==> config.mk <==
export PLATFORM = sky130hd
export DESIGN_NAME = udp_test_sender
export DESIGN_NICKNAME = d
export VERILOG_FILES = /design/src/source/udp_test_pkg.sv /design/src/source/udp_payload_source.sv /design/src/source/udp_frame_builder.sv /design/src/source/mac_tx_buffer.sv /design/src/source/udp_test_sender.sv
export SDC_FILE = /design/constraint.sdc
export NUM_CORES = 1
export LEC_CHECK = 0
export BUFFER_PORTS_ARGS = -buffer_cell sky130_fd_sc_hd__buf_2
export CAP_MARGIN = 20
export CORE_ASPECT_RATIO = 1.4
export CORE_MARGIN = 2
export CORE_UTILIZATION = 55
export CTS_CLUSTER_SIZE = 28
export DETAILED_ROUTE_END_ITERATION = 12
export PLACE_DENSITY = 0.74
export SKIP_CTS_REPAIR_TIMING = 1
export SYNTH_ARGS = -nofsm -noshare
export SYNTH_HDL_FRONTEND = slang
export SYNTH_SLANG_ARGS = --single-unit
==> constraint.sdc <==
create_clock -name pll_62_5m_clk -period 5.9 [get_ports pll_62_5m_clk]
set_input_delay 1.77 -clock pll_62_5m_clk [delete_from_list [all_inputs] [get_ports pll_62_5m_clk]]
set_output_delay 1.77 -clock pll_62_5m_clk [all_outputs]
set_load 0.03 [all_outputs]
==> src/source/udp_test_pkg.sv <==
`default_nettype none

package udp_test_pkg;

	// ----------------------------------------
	// Bus and field types
	// ----------------------------------------
	typedef logic [31:0] word_t;        // First wire byte in [31:24]
	typedef logic [1:0]  byte_en_t;     // 0 = 4 bytes, else byte count
	typedef logic [47:0] mac_addr_t;
	typedef logic [31:0] ip_addr_t;
	typedef logic [15:0] udp_port_t;
	typedef logic [63:0] pkt_num_t;

	typedef struct packed {
		word_t    data;
		byte_en_t be;
		logic     sop;
		logic     eop;
	} mac_tx_word_t;

	// Frame geometry
	localparam int PAYLOAD_BYTES = 24;  // Multiple of 4, at least 12
	localparam int HEADER_BYTES  = 42;  // Eth 14 + IP 20 + UDP 8
	localparam int HEADER_WORDS  = HEADER_BYTES / 4;
	localparam int PAYLOAD_WORDS = PAYLOAD_BYTES / 4;
	localparam int FRAME_WORDS   = (HEADER_BYTES + PAYLOAD_BYTES + 3) / 4;
	localparam int CARRY_BITS    = 8 * (HEADER_BYTES % 4);  // Header tail left over

	typedef logic [$clog2(FRAME_WORDS)-1:0] word_idx_t;
	typedef logic [CARRY_BITS-1:0]          carry_t;

	localparam byte_en_t BE_FULL = 2'd0;
	localparam byte_en_t LAST_BE = byte_en_t'((HEADER_BYTES + PAYLOAD_BYTES) % 4);

	// Send timer, short for simulation
	localparam int SEND_INTERVAL = 64;
	localparam int TIMER_W       = $clog2(SEND_INTERVAL + 1);
	typedef logic [TIMER_W-1:0] timer_t;

	// ----------------------------------------
	// Ethernet / IPv4 / UDP header fields
	// ----------------------------------------
	localparam mac_addr_t   MAC_DST_ADDR  = 48'hFF_FF_FF_FF_FF_FF;  // Broadcast
	localparam mac_addr_t   MAC_SRC_ADDR  = 48'h04_D4_C4_A5_A8_E1;
	localparam logic [15:0] ETH_TYPE_IPV4 = 16'h0800;

	localparam logic [3:0]  IP_VERSION    = 4'h4;
	localparam logic [3:0]  IP_HEAD_LEN   = 4'h5;   // 5 x 32 bit, no options
	localparam logic [7:0]  IP_DSF        = 8'h00;
	localparam logic [15:0] IP_TOTAL_LEN  = 16'(20 + 8 + PAYLOAD_BYTES);
	localparam logic [15:0] IP_ID         = 16'h64D7;
	localparam logic [15:0] IP_FRAG       = 16'h0000;  // Flags and offset
	localparam logic [7:0]  IP_TTL        = 8'd128;
	localparam logic [7:0]  IP_PROT_UDP   = 8'h11;
	localparam logic [15:0] IP_CHECKSUM   = 16'h0000;  // Sent as zero
	localparam ip_addr_t    IP_SRC_ADDR   = 32'hA9_FE_CE_77;  // 169.254.206.119
	localparam ip_addr_t    IP_DST_ADDR   = 32'hA9_FE_CE_78;

	localparam udp_port_t   UDP_SRC_PORT  = 16'hF718;
	localparam udp_port_t   UDP_DST_PORT  = 16'h1389;  // 5001
	localparam logic [15:0] UDP_LEN       = 16'(8 + PAYLOAD_BYTES);
	localparam logic [15:0] UDP_CHECKSUM  = 16'h0000;

	// Payload pattern
	localparam word_t      TEST_WORD    = 32'h00_01_02_03;
	localparam logic [7:0] PAYLOAD_STEP = 8'd4;  // Per byte, per word

	// Whole header, byte 0 in the top bits
	localparam logic [8*HEADER_BYTES-1:0] FRAME_HEADER = {
		MAC_DST_ADDR, MAC_SRC_ADDR, ETH_TYPE_IPV4,
		IP_VERSION, IP_HEAD_LEN, IP_DSF, IP_TOTAL_LEN, IP_ID, IP_FRAG,
		IP_TTL, IP_PROT_UDP, IP_CHECKSUM, IP_SRC_ADDR, IP_DST_ADDR,
		UDP_SRC_PORT, UDP_DST_PORT, UDP_LEN, UDP_CHECKSUM
	};

	// Full header words and the bytes that spill into the payload words
	localparam word_t [0:HEADER_WORDS-1] HEADER_WORD =
		FRAME_HEADER[8*HEADER_BYTES-1 -: 32*HEADER_WORDS];
	localparam carry_t HEADER_CARRY = FRAME_HEADER[CARRY_BITS-1:0];

endpackage

`default_nettype wire

==> src/source/udp_payload_source.sv <==
`timescale 1ns/1ps
`default_nettype none

module udp_payload_source (
	input  wire                  pll_62_5m_clk,
	input  wire                  rst_n,
	input  wire                  payload_rd_i,   // Builder took current word
	input  wire                  frame_done_i,   // Eop word went into buffer
	output logic                 start_o,        // One pulse per frame
	output udp_test_pkg::word_t  payload_o
);
	import udp_test_pkg::*;

	timer_t   timer_q;
	logic     expired;
	logic     start_lock_q;   // Blocks a second start in one frame
	pkt_num_t pkt_num_q;
	logic [1:0] seq_q;        // 0 hi, 1 lo, 2 test word or ramp
	word_t    ramp;

	// ----------------------------------------
	// Send timer and start pulse
	// ----------------------------------------
	assign expired = (timer_q == '0);

	always_ff @(posedge pll_62_5m_clk or negedge rst_n)
	begin
		if (!rst_n)
			timer_q <= timer_t'(SEND_INTERVAL);
		else if (frame_done_i)
			timer_q <= timer_t'(SEND_INTERVAL);   // Reload after each frame
		else if (!expired)
			timer_q <= timer_q - 1'b1;
	end

	always_ff @(posedge pll_62_5m_clk or negedge rst_n)
	begin
		if (!rst_n)
			start_o <= 1'b0;
		else if (start_o)
			start_o <= 1'b0;                      // Single cycle
		else if (expired && !start_lock_q)
			start_o <= 1'b1;
	end

	always_ff @(posedge pll_62_5m_clk or negedge rst_n)
	begin
		if (!rst_n)
			start_lock_q <= 1'b0;
		else if (frame_done_i)
			start_lock_q <= 1'b0;
		else if (expired)
			start_lock_q <= 1'b1;
	end

	// Packet number, bumped at end of frame
	always_ff @(posedge pll_62_5m_clk or negedge rst_n)
	begin
		if (!rst_n)
			pkt_num_q <= '0;
		else if (frame_done_i)
			pkt_num_q <= pkt_num_q + 1'b1;
	end

	// ----------------------------------------
	// Payload word sequence
	// ----------------------------------------
	always_ff @(posedge pll_62_5m_clk or negedge rst_n)
	begin
		if (!rst_n)
			seq_q <= 2'd0;
		else if (start_o || frame_done_i)
			seq_q <= 2'd0;                        // Rewind
		else if (payload_rd_i && seq_q != 2'd2)
			seq_q <= seq_q + 1'b1;                // Saturates on ramp
	end

	// Every byte of the last word plus the step
	always_comb
	begin
		for (int b = 0; b < 4; b++)
			ramp[8*b +: 8] = payload_o[8*b +: 8] + PAYLOAD_STEP;
	end

	always_ff @(posedge pll_62_5m_clk)
	begin
		if (start_o)
			payload_o <= pkt_num_q[63:32];          // First word, number high half
		else if (payload_rd_i)
		begin
			case (seq_q)
				2'd0:    payload_o <= pkt_num_q[31:0];
				2'd1:    payload_o <= TEST_WORD;
				default: payload_o <= ramp;
			endcase
		end
	end

endmodule

`default_nettype wire

==> src/source/udp_frame_builder.sv <==
`timescale 1ns/1ps
`default_nettype none

module udp_frame_builder (
	input  wire                          pll_62_5m_clk,
	input  wire                          rst_n,
	input  wire                          start_i,
	input  wire                          full_i,        // Buffer cannot take a word
	input  wire udp_test_pkg::word_t     payload_i,
	output logic                         payload_rd_o,
	output logic                         word_wr_o,
	output logic                         frame_done_o,
	output udp_test_pkg::mac_tx_word_t   word_o
);
	import udp_test_pkg::*;

	typedef enum logic [1:0] {
		IDLE,
		HEADER,
		PAYLOAD,
		TAIL
	} state_t;

	state_t    state_q;
	word_idx_t word_cnt_q;   // Word index inside frame
	carry_t    carry_q;      // Bytes waiting for the next word
	logic      last_hdr;
	logic      last_pld;

	assign last_hdr = (word_cnt_q == word_idx_t'(HEADER_WORDS - 1));
	assign last_pld = (word_cnt_q == word_idx_t'(HEADER_WORDS + PAYLOAD_WORDS - 1));

	// One word per cycle unless the buffer is full
	assign word_wr_o    = (state_q != IDLE) && !full_i;
	assign payload_rd_o = (state_q == PAYLOAD) && !full_i;
	assign frame_done_o = (state_q == TAIL) && !full_i;   // Eop write

	// ----------------------------------------
	// FSM and word counter
	// ----------------------------------------
	always_ff @(posedge pll_62_5m_clk or negedge rst_n)
	begin
		if (!rst_n)
		begin
			state_q    <= IDLE;
			word_cnt_q <= '0;
		end
		else
		begin
			case (state_q)
				IDLE:
				begin
					word_cnt_q <= '0;
					if (start_i)
						state_q <= HEADER;
				end
				HEADER:
				begin
					if (word_wr_o)
					begin
						word_cnt_q <= word_cnt_q + 1'b1;
						if (last_hdr)
							state_q <= PAYLOAD;   // Header tail goes to carry
					end
				end
				PAYLOAD:
				begin
					if (word_wr_o)
					begin
						word_cnt_q <= word_cnt_q + 1'b1;
						if (last_pld)
							state_q <= TAIL;
					end
				end
				TAIL:
				begin
					if (word_wr_o)
						state_q <= IDLE;
				end
				default: state_q <= IDLE;
			endcase
		end
	end

	// Carry starts as the header's last bytes, then the payload low half
	always_ff @(posedge pll_62_5m_clk)
	begin
		if (state_q == IDLE && start_i)
			carry_q <= HEADER_CARRY;
		else if (payload_rd_o)
			carry_q <= payload_i[CARRY_BITS-1:0];
	end

	// ----------------------------------------
	// Word assembly
	// ----------------------------------------
	always_comb
	begin
		word_o    = '0;
		word_o.be = BE_FULL;
		case (state_q)
			HEADER:
			begin
				word_o.data = HEADER_WORD[word_cnt_q[$clog2(HEADER_WORDS)-1:0]];
				word_o.sop  = (word_cnt_q == '0);   // Frame start
			end
			PAYLOAD:
				word_o.data = {carry_q, payload_i[31:CARRY_BITS]};
			TAIL:
			begin
				word_o.data = {carry_q, {(32-CARRY_BITS){1'b0}}};  // Pad after last bytes
				word_o.be   = LAST_BE;
				word_o.eop  = 1'b1;
			end
			default: ;
		endcase
	end

endmodule

`default_nettype wire

==> src/source/mac_tx_buffer.sv <==
`timescale 1ns/1ps
`default_nettype none

module mac_tx_buffer #(
	parameter int DEPTH = 8   // Power of two
) (
	input  wire                          pll_62_5m_clk,
	input  wire                          rst_n,
	input  wire                          word_wr_i,
	input  wire                          tx_wa_i,      // MAC write allowed
	input  wire udp_test_pkg::mac_tx_word_t word_i,
	output logic                         full_o,
	output logic                         tx_wr_o,      // One word per high cycle
	output udp_test_pkg::mac_tx_word_t   tx_word_o
);
	import udp_test_pkg::*;

	localparam int AW = $clog2(DEPTH);

	mac_tx_word_t  mem [DEPTH];
	logic [AW-1:0] wr_ptr_q;
	logic [AW-1:0] rd_ptr_q;
	logic [AW:0]   count_q;
	logic          wr_en_q;     // Registered write-allowed
	logic          empty;
	logic          push;
	logic          pop;
	mac_tx_word_t  head;

	assign empty  = (count_q == '0);
	assign full_o = (count_q == (AW+1)'(DEPTH));
	assign push   = word_wr_i && !full_o;
	assign pop    = tx_wr_o;

	// ----------------------------------------
	// Word storage
	// ----------------------------------------
	always_ff @(posedge pll_62_5m_clk)
	begin
		if (push)
			mem[wr_ptr_q] <= word_i;
	end

	always_ff @(posedge pll_62_5m_clk or negedge rst_n)
	begin
		if (!rst_n)
		begin
			wr_ptr_q <= '0;
			rd_ptr_q <= '0;
			count_q  <= '0;
		end
		else
		begin
			if (push)
				wr_ptr_q <= wr_ptr_q + 1'b1;   // Wraps at DEPTH
			if (pop)
				rd_ptr_q <= rd_ptr_q + 1'b1;
			case ({push, pop})
				2'b10:   count_q <= count_q + 1'b1;
				2'b01:   count_q <= count_q - 1'b1;
				default: ;                        // Both or none
			endcase
		end
	end

	// ----------------------------------------
	// MAC side
	// ----------------------------------------
	// Write-allowed lags one cycle, so one extra word may follow a drop
	always_ff @(posedge pll_62_5m_clk or negedge rst_n)
	begin
		if (!rst_n)
			wr_en_q <= 1'b0;
		else
			wr_en_q <= tx_wa_i;
	end

	assign tx_wr_o = wr_en_q && !empty;
	assign head    = mem[rd_ptr_q];

	// Frame markers only valid with a write
	always_comb
	begin
		tx_word_o     = head;
		tx_word_o.sop = head.sop && tx_wr_o;
		tx_word_o.eop = head.eop && tx_wr_o;
	end

endmodule

`default_nettype wire

==> src/source/udp_test_sender.sv <==
`timescale 1ns/1ps
`default_nettype none

module udp_test_sender (
	input  wire                          pll_62_5m_clk,
	input  wire                          rst_n,
	input  wire                          tx_wa_i,     // From MAC user port
	output logic                         tx_wr_o,
	output udp_test_pkg::mac_tx_word_t   tx_word_o
);
	import udp_test_pkg::*;

	logic         start;
	word_t        payload;
	logic         payload_rd;
	logic         frame_done;
	mac_tx_word_t build_word;
	logic         build_wr;
	logic         buf_full;

	// Timer, packet number, payload words
	udp_payload_source u_source (
		.pll_62_5m_clk (pll_62_5m_clk),
		.rst_n         (rst_n),
		.payload_rd_i  (payload_rd),
		.frame_done_i  (frame_done),
		.start_o       (start),
		.payload_o     (payload)
	);

	// Headers plus payload into MAC words
	udp_frame_builder u_builder (
		.pll_62_5m_clk (pll_62_5m_clk),
		.rst_n         (rst_n),
		.start_i       (start),
		.full_i        (buf_full),
		.payload_i     (payload),
		.payload_rd_o  (payload_rd),
		.word_wr_o     (build_wr),
		.frame_done_o  (frame_done),
		.word_o        (build_word)
	);

	// Decouples builder from MAC back-pressure
	mac_tx_buffer #(
		.DEPTH (8)
	) u_buffer (
		.pll_62_5m_clk (pll_62_5m_clk),
		.rst_n         (rst_n),
		.word_wr_i     (build_wr),
		.tx_wa_i       (tx_wa_i),
		.word_i        (build_word),
		.full_o        (buf_full),
		.tx_wr_o       (tx_wr_o),
		.tx_word_o     (tx_word_o)
	);

endmodule

`default_nettype wire

---- Word-level counts from Yosys, hierarchy flattened ----
Memories as Yosys holds them, arrays and structs flattened.
Cells that the tools add are included.
word-level totals
  RAM bits ................................ 288
  input port bits ......................... 3
  bits in read-only memories .............. 512
  output and inout port bits .............. 37
  memories kept ........................... 2
  register bits ........................... 141
memory list
  name              depth  bits a word  rd ports  clocked after Yosys merged registers in  wr ports  RTL line                  text
  (name not given)  16     32           1         0                                        0         udp_frame_builder.sv:104  word_o.data = HEADER_WORD[word_cnt_q[$clog2(HEADER_WORDS)-1:0]];
  u_buffer.mem      8      36           1         0                                        1         mac_tx_buffer.sv:20       mac_tx_word_t mem [DEPTH];
operators by class
  reductions and logical operators ........ 28
  order comparisons ....................... 1
  add/subtract/negate cells ............... 12
  mux-type cells .......................... 29
  bitwise logic cells ..................... 1
  equal/unequal tests ..................... 18
operators by type and width
  operator                                             count
  two-way mux 32 bit                                   4
  one-hot mux 32 bit (3 select lines)                  1
  adder 64 x 1 -> 64 bit, second input constant        1
  one-hot mux 32 bit (2 select lines)                  1
  adder 8 x 3 -> 8 bit, second input constant          4
  two-way mux 2 bit                                    9
  two-way mux 7 bit                                    2
  != test 2 x 1 -> 1 bit, second input constant        7
  nonzero test 2 bit                                   6
  equality test 5 x 4 -> 1 bit, second input constant  2
  logical AND 1 bit                                    10
  one-hot mux 5 bit (2 select lines)                   1
  two-way mux 1 bit                                    8
  one-hot mux 2 bit (4 select lines)                   1
  one-hot mux 4 bit (2 select lines)                   1
  logical NOT 7 bit                                    1
  subtractor 7 x 1 -> 7 bit, second input constant     1
  adder 3 x 1 -> 3 bit, second input constant          2
  equality test 2 x 1 -> 1 bit, second input constant  3
  equality test 2 bit, second input constant           3
  AND reduction 6 bit                                  1
  adder 5 x 1 -> 5 bit, second input constant          1
  >= comparator 5 bit, second input constant           1
  logical NOT 5 bit                                    1
  13 further kinds                                     17

---- Depth between registers and ports, before layout ----
  depth in word-level cells ............... 6
  gate-level depth with buffers ........... 12

---- Modules after synthesis ----
Synthesis repeated with hierarchy kept, for this count alone.
second synthesis, totals
  cells, all modules ...................... 1255
  area total of the unflattened synthesis .. 18669.2 um2
by module, submodules not included
  module              times used  area an instance (um2)  cells each  sequential area each (um2)
  mac_tx_buffer       1           11431.0                 485         8923.6
  udp_payload_source  1           5368.9                  505         2839.0
  udp_frame_builder   1           1869.3                  265         495.5

---- Worst setup path before layout ----
No wires, ideal clock.
  kind .................................... flip-flop to flip-flop
  from .................................... register u_builder.state_q[0]
  to ...................................... memory u_buffer.mem[1][10] in the netlist's numbering, enable pin
  path slack .............................. 585 ps
  cell stages (with the launch flop) ...... 7
  library setup time ...................... 523 ps
  path buffers ............................ 1
  arrival time ............................ 4792 ps
  cells stage by stage .................... dfrtp_1 -> inv_1 -> ha_1 -> clkbuf_1 -> nor2_4 -> clkinv_1 -> nor4b_1
between the ends
  cells in the longest elaborated chain, start to end .. 5
RTL lines
  item                                     RTL line                 text
  start: declaration                       udp_frame_builder.sv:24  state_t state_q;
  start signal: assignment                 udp_frame_builder.sv:45  state_q <= IDLE;
  start signal: assignment                 udp_frame_builder.sv:55  state_q <= HEADER;
  start signal: assignment                 udp_frame_builder.sv:63  state_q <= PAYLOAD;
  nonzero test 2 bit                       udp_frame_builder.sv:34  assign word_wr_o = (state_q != IDLE) && !full_i;
  logical AND 1 bit                        udp_frame_builder.sv:34
  logical AND 1 bit                        mac_tx_buffer.sv:32      assign push = word_wr_i && !full_o;
  two-way mux 1 bit                        mac_tx_buffer.sv:40      if (push)
  two-way mux 1 bit (not written as such)  mac_tx_buffer.sv:41      mem[wr_ptr_q] <= word_i;
  end: declaration                         mac_tx_buffer.sv:20
No other way between the ends.

==> results.cfg <==
[status]
status = finished clean

[sta]
relSlewSlack_pct = 30.52
fin_ws_ns = 1.220
finalHoldViolCount = 0
finalSetupViolations = 0
period_needed_ns = 4.680
worst_slew_pin_slew_ns = 1.042
drv_slew = 0
clock.fmax_ghz = 0.2137
finalCritPeriodShare_pct = 79.33
clock_skew_ns = 0.01702
finalSetupTns_ns = 0
rsz0062_at_grt = false
holdWs_ns = 0.4255

[die]
core_region_area_um2 = 32300
initial_core_util_pct = 55.57
row_count = 78
num_io_pins = 40
die_width_um = 156.7
die_h_um = 217.8
die_area_um2 = 34120

[placement]
placedInstanceArea_um2 = 18620
port_buffers = 38
dp_hpwl_um = 23060
place_congestion = 0.8830
pre_cts_ws_ns = 1.691

[logic_synthesis]
synth_seq_cells = 413
yosysTopAreaCell = edfxtp_1
synthFlopType = edfxtp_1
synth_edf_count = 304
ys_types = 63
synth.top_cells.by_area = edfxtp_1 51%, dfrtp_1 13%, mux4_2 8.5%
synth_top_area_share_pct = 50.85
synthArstFlopShare_pct = 22.52
avgSynthCellArea_um2 = 14.64
syn-num-nets = 1253
yosys_warnings = 0
ys_seq_area_share_pct = 65.60
syn_area_um2 = 17950
synthCells = 1226

[worst_setup_path]
required_ns = 4.13
reg2reg_depth = 4
start_kind = register
crit_path_end_kind = primary output
arrival_ns = 2.91
regToRegEndpoint = u_source.payload_o[0]$_DFFE_PP_
crit_type = reg2out
r2r_slack_ns = 2.93
rr_startpoint = u_builder.state_q[0]$_DFFE_PN0P_
cp_max_fo = 37

[detailed_routing]
num_vias = 10200
drc = 0
ant_nets = 0
wl_per_cell_um = 20.87
via_per_inst = 5.925
drtIter0Drc = 803
first_pass_iters = 5
wl_um = 35940

[hold_path]
holdPathStages = 1
hp-class = reg2reg
hold_start = u_source.start_lock_q$_DFFE_PN0P_
min_to = u_source.start_o$_DFF_PN0_

[global_route]
grt_pass1_vias = 10380
grt.total_usage_pct = 21.68
grt_max_degree = 72
grt_pass1_wl_um = 56900
grt_overflow = 0
antenna_found_initial = 0

[final_layout]
fin_area_um2 = 19790
layout_common_cells = 304 x edfxtp_1, 128 x nand2_1, 88 x dfrtp_1
diodes = 0
drive_gt1_share_pct = 19.03
layout.nets = 1283
area_growth_pct = 10.22
final_common_cell = edfxtp_1

[job]
max_cap_violations = 0

[clock_tree]
worstSkewPairLatency_ns = 0.53
cts_made_buffers = 38
clockRootBuffer = clkbuf_16
clk_path_buf_depth = 3
clk_pin_slew_ns = 0.06
cts_tree = yes
htree_levels = 2
cts.sinks = 413

[power_and_ir_drop]
leakagePower_uw = 0.007094
p_per_area_nw_per_um2 = 581.9
ir_worst_vdd_mv = 0.2943
worst max path at each step:
| stage | start | end | slack (ns) |
|---|---|---|---|
| final | u_buffer.rd_ptr_q[0]$_DFFE_PN0P_ | tx_word_o[18] | 1.22 |
| after global routing | u_buffer.rd_ptr_q[0]$_DFFE_PN0P_ | tx_word_o[18] | 1.00 |
| after CTS | u_buffer.rd_ptr_q[0]$_DFFE_PN0P_ | tx_word_o[11] | 1.12 |
| after detailed placement | u_buffer.rd_ptr_q[0]$_DFFE_PN0P_ | tx_word_o[11] | 1.69 |
| after global placement | u_buffer.rd_ptr_q[0]$_DFFE_PN0P_ | tx_word_o[13] | 1.71 |
| after floorplan | u_builder.state_q[0]$_DFFE_PN0P_ | u_buffer.mem[1][10]$_DFFE_PP_ | 0.58 |
worst max-delay path, cell delays in order, from the launching register on:
cell	delay, ns
dfrtp_4	0.89
buf_4	0.44
mux4_2	0.54
mux2_2	0.27
buf_2	0.18
state kept, by name (all words and copies together) (netlist names):
signal and count:
u_buffer.wr_en_q 1, u_source.start_lock_q 1, u_builder.carry_q 16, u_source.payload_o 32, u_source.seq_q 2, u_source.pkt_num_q 64, u_buffer.rd_ptr_q 3, u_source.timer_q 7
u_builder.word_cnt_q 5, u_builder.state_q 2, u_buffer.mem 272, u_source.start_o 1, u_buffer.count_q 4, u_buffer.wr_ptr_q 3
Yosys cell counts (6+ instances only):
cell type,number
nor2_1,53
a221oi_1,8
and3_1,14
clkbuf_1,46
a21oi_1,59
nand2_1,128
xor2_1,41
dfxtp_1,16
mux4_2,68
xnor2_1,53
ha_1,24
nor4_2,6
inv_1,29
mux2_2,36
edfxtp_1,304
buf_2,9
nor4_1,11
dfrtp_1,92
a22oi_1,18
nand3_1,36
nor3_1,24
o21ai_0,40
nand4_1,19
buf_1,10
cells by family (layout without fill, tap and decap cells):
kind of cell	after synthesis	after routing	share of synthesized area (%)
adders and majority gates	24	24	1.673
and+or+nand+nor	331	331	9.611
buffers and inverters	98	154	2.140
AOI/OAI and AO/OA	158	158	5.408
other	1	1	0.02089
DFF	413	413	65.61
xor gates and xnor gates	94	94	4.586
muxes	107	107	10.96
through the flow:
step	instances	util [%]	total power (uW)
global route	1722	61.26	12130
global placement	1656	57.65	9144
floorplan	1226	-	8060
detailed placement	1656	57.65	9265
CTS	1722	61.26	11600
finish	1722	61.26	11510
where the power goes:
group	internal (uW)	switching (uW)	total, uW
sequential	4510	623	5130
combinational	1560	2500	4060
clock	1320	1000	2320
metal layers:
metal | routed length, um | track usage [%] | share of wire (%) | up-vias
met1 | 14100 | 26.46 | 39 | 5181
met4 | 1057 | 7.920 | 2.9 | 0
met5 | 0 | 0 | 0 | -
met3 | 1419 | 2.723 | 3.9 | 68
met2 | 19360 | 39.37 | 54 | 270
li1 | - | - | - | 4684
layout make-up:
class                           count  area, um^2
Tap cell                          440       550.5
Multi-Input combinational cell    715        5836
Timing Repair Buffer               57       335.3
Sequential cell                   413       11790
Clock buffer                       53        1080
Inverter                           31       116.4
Fill cell                        2369       12520
Clock inverter                     13       85.08
Power figures use the tool's default switching activity.
